File: src/logic/eeprom_defs.svh
`ifndef EEPROM_DEFS_SVH
`define EEPROM_DEFS_SVH

// CLK cycles per quarter of an SCL period
`define EE_QTR_CLKS 2

// device type code in the control byte
`define EE_DEV_CODE 4'b1010

`define EE_ADDR_W 11

`define EE_MEM_INIT 8'hFF  // erased byte

`endif

File: src/logic/eeprom_pkg.sv
`include "eeprom_defs.svh"

package eeprom_pkg;

    typedef enum logic {EE_WRITE = 1'b0, EE_READ = 1'b1} ee_op_e;

    typedef struct packed {
        ee_op_e                op;
        logic [`EE_ADDR_W-1:0] addr;
        logic [7:0]            wdata;
    } eeprom_req_t;

    typedef struct packed {
        logic [7:0] rdata;
        logic       nack;
    } eeprom_rsp_t;

    typedef enum logic [1:0] {BUS_START, BUS_STOP, BUS_TX, BUS_RX} bus_op_e;

    typedef struct packed {
        bus_op_e    op;
        logic [7:0] tx_byte;
        logic       master_ack;  // sda level in the ninth bit of BUS_RX, 0 acks
    } bus_cmd_t;

    typedef struct packed {
        logic [7:0] rx_byte;
        logic       slave_nack;
    } bus_res_t;

    typedef enum logic [3:0] {SQ_IDLE, SQ_START, SQ_CTRL_W, SQ_ADDR, SQ_DATA,
                              SQ_RESTART, SQ_CTRL_R, SQ_READ, SQ_STOP, SQ_DONE} seq_state_e;

    typedef enum logic [2:0] {BE_IDLE, BE_START, BE_SHIFT, BE_ACK, BE_STOP} bit_state_e;

endpackage

File: src/logic/eeprom_ctrl_top.sv
`timescale 1ns/1ns

module eeprom_ctrl_top
(
    input  logic                    CLK,
    input  logic                    RESET,
    input  eeprom_pkg::eeprom_req_t req,
    input  logic                    req_valid,
    output logic                    busy,
    output logic                    done,
    output eeprom_pkg::eeprom_rsp_t rsp,
    output logic                    scl,
    output logic                    sda_oe,   // high pulls sda low
    input  logic                    sda_in
);

    eeprom_pkg::bus_cmd_t cmd;
    eeprom_pkg::bus_res_t res;
    logic                 cmd_valid;
    logic                 cmd_ready;
    logic                 res_valid;

    eeprom_sequencer u_seq
    (
        .CLK       (CLK),
        .RESET     (RESET),
        .req       (req),
        .req_valid (req_valid),
        .busy      (busy),
        .done      (done),
        .rsp       (rsp),
        .cmd       (cmd),
        .cmd_valid (cmd_valid),
        .cmd_ready (cmd_ready),
        .res       (res),
        .res_valid (res_valid)
    );

    i2c_bit_engine u_bit
    (
        .CLK       (CLK),
        .RESET     (RESET),
        .cmd       (cmd),
        .cmd_valid (cmd_valid),
        .cmd_ready (cmd_ready),
        .res       (res),
        .res_valid (res_valid),
        .scl       (scl),
        .sda_oe    (sda_oe),
        .sda_in    (sda_in)
    );

endmodule

File: src/logic/eeprom_sequencer.sv
`timescale 1ns/1ns
`include "eeprom_defs.svh"

module eeprom_sequencer
(
    input  logic                    CLK,
    input  logic                    RESET,
    input  eeprom_pkg::eeprom_req_t req,
    input  logic                    req_valid,
    output logic                    busy,
    output logic                    done,
    output eeprom_pkg::eeprom_rsp_t rsp,
    output eeprom_pkg::bus_cmd_t    cmd,
    output logic                    cmd_valid,
    input  logic                    cmd_ready,
    input  eeprom_pkg::bus_res_t    res,
    input  logic                    res_valid
);

    eeprom_pkg::seq_state_e  state;
    eeprom_pkg::seq_state_e  nxt;
    eeprom_pkg::eeprom_req_t req_q;
    logic [7:0]              rdata_q;
    logic                    nack_q;
    logic                    take;
    logic                    tx_nack;

    assign take    = req_valid && !busy;
    assign tx_nack = (cmd.op == eeprom_pkg::BUS_TX) && res.slave_nack;

    // bus command of the current step
    always_comb
    begin
        cmd            = '0;
        cmd.master_ack = 1'b1;  // single byte read ends with nack
        case (state)
            eeprom_pkg::SQ_CTRL_W:
            begin
                cmd.op      = eeprom_pkg::BUS_TX;
                cmd.tx_byte = {`EE_DEV_CODE, req_q.addr[`EE_ADDR_W-1:8], 1'b0};
            end
            eeprom_pkg::SQ_ADDR:
            begin
                cmd.op      = eeprom_pkg::BUS_TX;
                cmd.tx_byte = req_q.addr[7:0];
            end
            eeprom_pkg::SQ_DATA:
            begin
                cmd.op      = eeprom_pkg::BUS_TX;
                cmd.tx_byte = req_q.wdata;
            end
            eeprom_pkg::SQ_CTRL_R:
            begin
                cmd.op      = eeprom_pkg::BUS_TX;
                cmd.tx_byte = {`EE_DEV_CODE, req_q.addr[`EE_ADDR_W-1:8], 1'b1};
            end
            eeprom_pkg::SQ_READ: cmd.op = eeprom_pkg::BUS_RX;
            eeprom_pkg::SQ_STOP: cmd.op = eeprom_pkg::BUS_STOP;
            default:             cmd.op = eeprom_pkg::BUS_START;
        endcase
    end

    always_comb
    begin
        case (state)
            eeprom_pkg::SQ_START:   nxt = eeprom_pkg::SQ_CTRL_W;
            eeprom_pkg::SQ_CTRL_W:  nxt = tx_nack ? eeprom_pkg::SQ_STOP : eeprom_pkg::SQ_ADDR;
            eeprom_pkg::SQ_ADDR:
                if (tx_nack)
                    nxt = eeprom_pkg::SQ_STOP;
                else if (req_q.op == eeprom_pkg::EE_READ)
                    nxt = eeprom_pkg::SQ_RESTART;
                else
                    nxt = eeprom_pkg::SQ_DATA;
            eeprom_pkg::SQ_DATA:    nxt = eeprom_pkg::SQ_STOP;
            eeprom_pkg::SQ_RESTART: nxt = eeprom_pkg::SQ_CTRL_R;
            eeprom_pkg::SQ_CTRL_R:  nxt = tx_nack ? eeprom_pkg::SQ_STOP : eeprom_pkg::SQ_READ;
            eeprom_pkg::SQ_READ:    nxt = eeprom_pkg::SQ_STOP;
            eeprom_pkg::SQ_STOP:    nxt = eeprom_pkg::SQ_DONE;
            default:                nxt = eeprom_pkg::SQ_IDLE;
        endcase
    end

    always_ff @(posedge CLK)
    begin
        if (RESET)
        begin
            state     <= eeprom_pkg::SQ_IDLE;
            busy      <= 1'b0;
            done      <= 1'b0;
            cmd_valid <= 1'b0;
        end
        else
        begin
            done <= 1'b0;
            if (cmd_valid && cmd_ready)
                cmd_valid <= 1'b0;
            if (state == eeprom_pkg::SQ_IDLE)
            begin
                if (take)
                begin
                    busy      <= 1'b1;
                    state     <= eeprom_pkg::SQ_START;
                    cmd_valid <= 1'b1;
                end
            end
            else if (state == eeprom_pkg::SQ_DONE)
            begin
                busy  <= 1'b0;
                done  <= 1'b1;
                state <= eeprom_pkg::SQ_IDLE;
            end
            else if (res_valid)
            begin
                state     <= nxt;
                cmd_valid <= (nxt != eeprom_pkg::SQ_DONE);  // one command outstanding
            end
        end
    end

    always_ff @(posedge CLK)
    begin
        if (take)
        begin
            req_q   <= req;
            rdata_q <= '0;
            nack_q  <= 1'b0;
        end
        else if (res_valid)
        begin
            if (state == eeprom_pkg::SQ_READ)
                rdata_q <= res.rx_byte;
            else if (tx_nack)
                nack_q <= 1'b1;
        end
        // rsp holds between done pulses
        if (state == eeprom_pkg::SQ_DONE)
        begin
            rsp.rdata <= nack_q ? 8'h00 : rdata_q;
            rsp.nack  <= nack_q;
        end
    end

endmodule

File: src/logic/i2c_bit_engine.sv
`timescale 1ns/1ns
`include "eeprom_defs.svh"

module i2c_bit_engine
(
    input  logic                 CLK,
    input  logic                 RESET,
    input  eeprom_pkg::bus_cmd_t cmd,
    input  logic                 cmd_valid,
    output logic                 cmd_ready,
    output eeprom_pkg::bus_res_t res,
    output logic                 res_valid,
    output logic                 scl,
    output logic                 sda_oe,
    input  logic                 sda_in
);

    localparam int QW = $clog2(`EE_QTR_CLKS + 1);

    eeprom_pkg::bit_state_e state;
    eeprom_pkg::bus_op_e    op;
    logic [QW-1:0]          qcnt;
    logic [1:0]             qtr;      // quarter of the current bit
    logic [2:0]             bit_cnt;
    logic [7:0]             shreg;
    logic                   mack;

    logic accept;
    logic qtr_end;
    logic in_bit;
    logic sample;
    logic bit_end;

    assign cmd_ready = (state == eeprom_pkg::BE_IDLE) && !res_valid;
    assign accept    = cmd_valid && cmd_ready;
    assign qtr_end   = (qcnt == QW'(`EE_QTR_CLKS - 1));
    assign in_bit    = (state == eeprom_pkg::BE_SHIFT) || (state == eeprom_pkg::BE_ACK);
    assign sample    = in_bit && qtr_end && (qtr == 2'd1);  // middle of scl high
    assign bit_end   = in_bit && qtr_end && (qtr == 2'd3);

    // quarter sequencing, the outputs of the next quarter are set at each boundary
    always_ff @(posedge CLK)
    begin
        if (RESET)
        begin
            state     <= eeprom_pkg::BE_IDLE;
            qcnt      <= '0;
            qtr       <= '0;
            bit_cnt   <= '0;
            scl       <= 1'b1;
            sda_oe    <= 1'b0;
            res_valid <= 1'b0;
        end
        else
        begin
            res_valid <= 1'b0;
            if (state == eeprom_pkg::BE_IDLE)
            begin
                qcnt    <= '0;
                qtr     <= '0;
                bit_cnt <= '0;
                if (accept)
                begin
                    case (cmd.op)
                        eeprom_pkg::BUS_START:
                        begin
                            state  <= eeprom_pkg::BE_START;
                            sda_oe <= 1'b0;  // scl kept, low for a repeated start
                        end
                        eeprom_pkg::BUS_STOP:
                        begin
                            state  <= eeprom_pkg::BE_STOP;
                            scl    <= 1'b0;
                            sda_oe <= 1'b1;
                        end
                        eeprom_pkg::BUS_TX:
                        begin
                            state  <= eeprom_pkg::BE_SHIFT;
                            scl    <= 1'b0;
                            sda_oe <= ~cmd.tx_byte[7];  // msb first
                        end
                        default:
                        begin
                            state  <= eeprom_pkg::BE_SHIFT;
                            scl    <= 1'b0;
                            sda_oe <= 1'b0;
                        end
                    endcase
                end
            end
            else if (!qtr_end)
                qcnt <= qcnt + 1'b1;
            else
            begin
                qcnt <= '0;
                qtr  <= qtr + 2'd1;
                case (qtr)
                    2'd0:
                        scl <= 1'b1;
                    2'd1:
                    begin
                        if (state == eeprom_pkg::BE_START)
                            sda_oe <= 1'b1;  // sda falls while scl high
                        else if (state == eeprom_pkg::BE_STOP)
                            sda_oe <= 1'b0;  // sda rises while scl high
                    end
                    2'd2:
                        if (state != eeprom_pkg::BE_STOP)
                            scl <= 1'b0;
                    default:
                    begin
                        if (state == eeprom_pkg::BE_SHIFT && bit_cnt != 3'd7)
                        begin
                            bit_cnt <= bit_cnt + 3'd1;
                            sda_oe  <= (op == eeprom_pkg::BUS_TX) ? ~shreg[6] : 1'b0;
                        end
                        else if (state == eeprom_pkg::BE_SHIFT)
                        begin
                            // ninth bit, slave acks a write, master answers a read
                            state  <= eeprom_pkg::BE_ACK;
                            sda_oe <= (op == eeprom_pkg::BUS_TX) ? 1'b0 : ~mack;
                        end
                        else
                        begin
                            state     <= eeprom_pkg::BE_IDLE;
                            res_valid <= 1'b1;
                        end
                    end
                endcase
            end
        end
    end

    always_ff @(posedge CLK)
    begin
        if (accept)
        begin
            op             <= cmd.op;
            mack           <= cmd.master_ack;
            shreg          <= cmd.tx_byte;
            res.slave_nack <= 1'b0;
        end
        else if (sample)
        begin
            if (state == eeprom_pkg::BE_ACK)
                res.slave_nack <= (op == eeprom_pkg::BUS_TX) && sda_in;  // released line
            else if (op == eeprom_pkg::BUS_RX)
                shreg <= {shreg[6:0], sda_in};
        end
        else if (bit_end)
        begin
            if (state == eeprom_pkg::BE_ACK)
                res.rx_byte <= shreg;
            else if (op == eeprom_pkg::BUS_TX)
                shreg <= {shreg[6:0], 1'b0};
        end
    end

endmodule

File: config.mk
export PLATFORM = sky130hd
export DESIGN_NAME = eeprom_ctrl_top
export DESIGN_NICKNAME = d
export VERILOG_FILES = /design/src/logic/eeprom_pkg.sv /design/src/logic/eeprom_ctrl_top.sv /design/src/logic/eeprom_sequencer.sv /design/src/logic/i2c_bit_engine.sv
export VERILOG_INCLUDE_DIRS = /design/src /design/src/logic
export SDC_FILE = /design/constraint.sdc
export NUM_CORES = 1
export LEC_CHECK = 0
export BUFFER_PORTS_ARGS = -buffer_cell sky130_fd_sc_hd__buf_2
export CORE_ASPECT_RATIO = 0.5
export CORE_MARGIN = 4
export CORE_UTILIZATION = 58
export DETAILED_ROUTE_END_ITERATION = 7
export PLACE_DENSITY = 0.79
export SYNTH_ARGS = -nofsm -noshare
export SYNTH_HDL_FRONTEND = slang
export SYNTH_SLANG_ARGS = --single-unit
File: constraint.sdc
create_clock -name CLK -period 2.51 [get_ports CLK]
set_input_delay 0.251 -clock CLK [delete_from_list [all_inputs] [get_ports CLK]]
set_output_delay 0.251 -clock CLK [all_outputs]
set_load 0.01 [all_outputs]
==> metrics.cfg <==
[status]
status=complete, no violations

[global_route]
grt_pass1_vias=2535
gr-max-usage-layer=met2
grt_use_met1_pct=27.2
grt_pass1_wl_mm=12.1
grt_max_degree=30
grtUsageMet3_pct=7.45
overflow=0
globalRouteTotalUtil_pct=21.7
antenna_found_initial=0
grt_util_met2_pct=34.1

[critical_path]
worstPathMaxFanout=13
critPathLaunchType=flop
critPathLaunch=u_seq.state[0]$_SDFFE_PP0P_
r2r-start=u_seq.state[0]$_SDFFE_PP0P_
path_class=flop to flop
cp_cell_sequence=nor2b_1 > o21ai_0 > inv_1 > ha_1 > nand2_1 > o21ai_0 > a222oi_1 > nor2_1
critPathBufInv=1
slowest_stage=dfxtp_1
slowest_delay_ps=580
critPathTopFamily=compound AO/OA/AOI/OAI gates
cp_data_arrival_time_ps=2480
cp.required_ps=2730
end_kind=flop
crit_top_cell=o21ai_0

[sta]
hold_viol=0
finalSetupTns_ps=0
drv_slew=0
tightest_slew_ps=788
relSlewSlack_pct=47.2
post-route-min-period_ps=2260
setup_viol=0
clock_skew_ps=7.33
rsz0062_at_grt=false
max_freq_mhz=443
timing.final.crit_share_pct=90.0

[synthesis]
synth-simple-area-share_pct=17.0
synth-xor-area-share_pct=0.508
ys_ff_latch=77
synth_edf_count=47
ys_types=55
syn_nets=341
synthAdderAreaFrac_pct=4.36
synth-seq-area-share_pct=58.4
yosysWarnings=0
ys_async_sr_fraction_pct=0
synth_compound_area_share_pct=14.0
synth_area_sq_um=3450
ys.flop_type=edfxtp_1
avgSynthCellArea_sq_um=11.3
netlist_instances=305
synth.area.mux_share_pct=2.32
synth_top_family_by_area=simple AND/OR/NAND/NOR gates

[finish]
syn2layout_area_growth_pct=15.6
drive_gt1_share_pct=21.4
nets=377
num_antenna_cells=0
final_common_cell=edfxtp_1
layout_common_cells=47 x edfxtp_1, 36 x buf_2, 29 x dfxtp_1

[clock_tree]
cts_made_buffers=9
cts_tree=done
clockBufferDepth=2
htreeDepth=3
clk_latency_ps=340
clk_pin_slew_worst_paths_ps=60
cts_sinks=77
cts_root_buf=clkbuf_16

[pwr]
p_leak_uw=0.00148
p_clk_share_pct=44.0
p_total_uw=2750
combPwrFrac_pct=4.7
ir_worst_vdd_v=0.000407
internal-power_uw=2140
share_seq_of_total_power_pct=51.3
power_density_nw_per_um2=690
power.switching_uw=612
switching_share_pct=22.3

[run]
maxCapViolations=0

[floorplan]
fp.dieW_um=117
ios=37
die_h_um=62.5
rows=19
core-area_sq_um=5610
start_util_pct=61.4
die_area_sq_um=7310

[routing]
drt_first_pass_iters=5
drc=0
finalWirelength_mm=7.31
drt_first_iter_violations=308
drt-wirelength-per-cell_um=17.5
viasPerCell=6.01
vias=2520
ant_nets=0

[place]
place_congestion=0.901
dp_hpwl_mm=5.21
io_buffers=36

[hold_path]
hold_start=req[0]
hold_path_class=input pin to flop

==> power groups by stage <==
| stage | Sequential (uW) | Clock (uW) | Combinational (uW) |
|---|---|---|---|
| 3_3_place_gp | 1430 | 0 | 121 |
| 2_1_floorplan | 1420 | 0 | 87.9 |
| 3_5_place_dp | 1430 | 0 | 128 |
| 6_report | 1410 | 1210 | 129 |
| 5_1_grt | 1410 | 1300 | 143 |
| 4_1_cts | 1410 | 1220 | 128 |
==> state kept, by name (all words and copies together), names as in the netlist, 2 cells and up <==
register and count:
u_seq.rdata_q 8, u_bit.qtr 2, u_bit.bit_cnt 3, u_bit.shreg 8
u_bit.op 2, u_bit.res 9, u_bit.state 3, u_seq.rsp 9
u_seq.state 4, u_bit.qcnt 2, u_seq.req_q 20
==> metal layers <==
layer	share of wire [%]	vias to the layer above
met2	49	112
met1	41	1194
li1	-	1197
met5	0	-
met3	8.3	17
met4	2.0	0
==> final cells by class <==
class                           instances  area [sq um]
Clock buffer                           10           239
Tap cell                               73          91.3
Clock inverter                          6          46.3
Sequential cell                        77          2010
Inverter                               11          41.3
Multi-Input combinational cell        199          1320
Timing Repair Buffer                   43           233
Fill cell                             398          1630
==> worst register-to-register path, stage by stage (launching register included) <==
cell      delay (ps)
dfxtp_1          580
nor2b_1          170
o21ai_0          280
inv_1            110
ha_1             250
nand2_1          200
o21ai_0          130
a222oi_1         360
nor2_1            70
==> cell usage after synthesis (2+ instances only) <==
cell,n,share of area (%)
a21oi_1,19,2.8
a22o_1,6,1.5
a2bb2oi_1,2,0.51
a32o_1,2,0.58
a32oi_1,7,1.8
and3b_1,2,0.51
and4b_1,2,0.58
buf_4,2,0.44
clkbuf_1,14,1.5
dfxtp_1,30,17
edfxtp_1,47,41
ha_1,12,4.4
inv_1,11,1.2
mux2i_1,8,2.3
nand2_1,19,2.1
nand2b_1,5,0.91
nand3_1,18,2.6
nand3b_1,2,0.44
nor2_1,19,2.1
nor2b_1,14,2.5
nor3_1,6,0.87
nor3b_1,3,0.65
nor4_1,2,0.36
o21a_1,3,0.65
o21ai_0,17,2.5
or2_2,3,0.54
xnor2_1,2,0.51
==> worst paths after layout <==
path                                 endpoint  slack, ps  cells past startpoint
setup / recovery  u_seq.state[3]$_SDFFE_PP0P_        250                      8
hold / removal       u_seq.req_q[0]$_DFFE_PP_         80                      1
setup reg to reg  u_seq.state[3]$_SDFFE_PP0P_        250                      8
hold reg to reg      u_bit.qcnt[0]$_SDFF_PP0_        430                      1
==> cells by family (layout without fill, tap and decap cells) <==
| logic type | Yosys count | after routing |
|---|---|---|
| AND/OR/NAND/NOR | 106 | 106 |
| AO/OA/AOI/OAI | 71 | 71 |
| flip-flops | 77 | 77 |
| multiplexers | 8 | 8 |
| XOR/XNOR | 2 | 2 |
| adder cells (fa/ha/maj) | 12 | 12 |
| buffers and inverters | 29 | 70 |
==> through the flow <==
| stage | instances | setup WS [ps] | cell area [sq um] | util (%) | hold WS, ps |
|---|---|---|---|---|---|
| floorplan | 305 | 282 | 3450 | - | 350 |
| global placement | 403 | 384 | 3700 | 65.9 | 401 |
| detailed placement | 403 | 278 | 3700 | 65.9 | 424 |
| CTS | 419 | 234 | 3980 | 71.0 | 75.0 |
| global route | 419 | 75.5 | 3980 | 71.0 | 69.8 |
| finish | 419 | 252 | 3980 | 71.0 | 81.9 |
==> timing repair <==
item,CTS,global route
gates resized for setup,0,1
setup endpoints to repair,0,1
hold buffers,0,0
setup buffers,0,0
No activity file was read; power rests on OpenSTA's default activity.
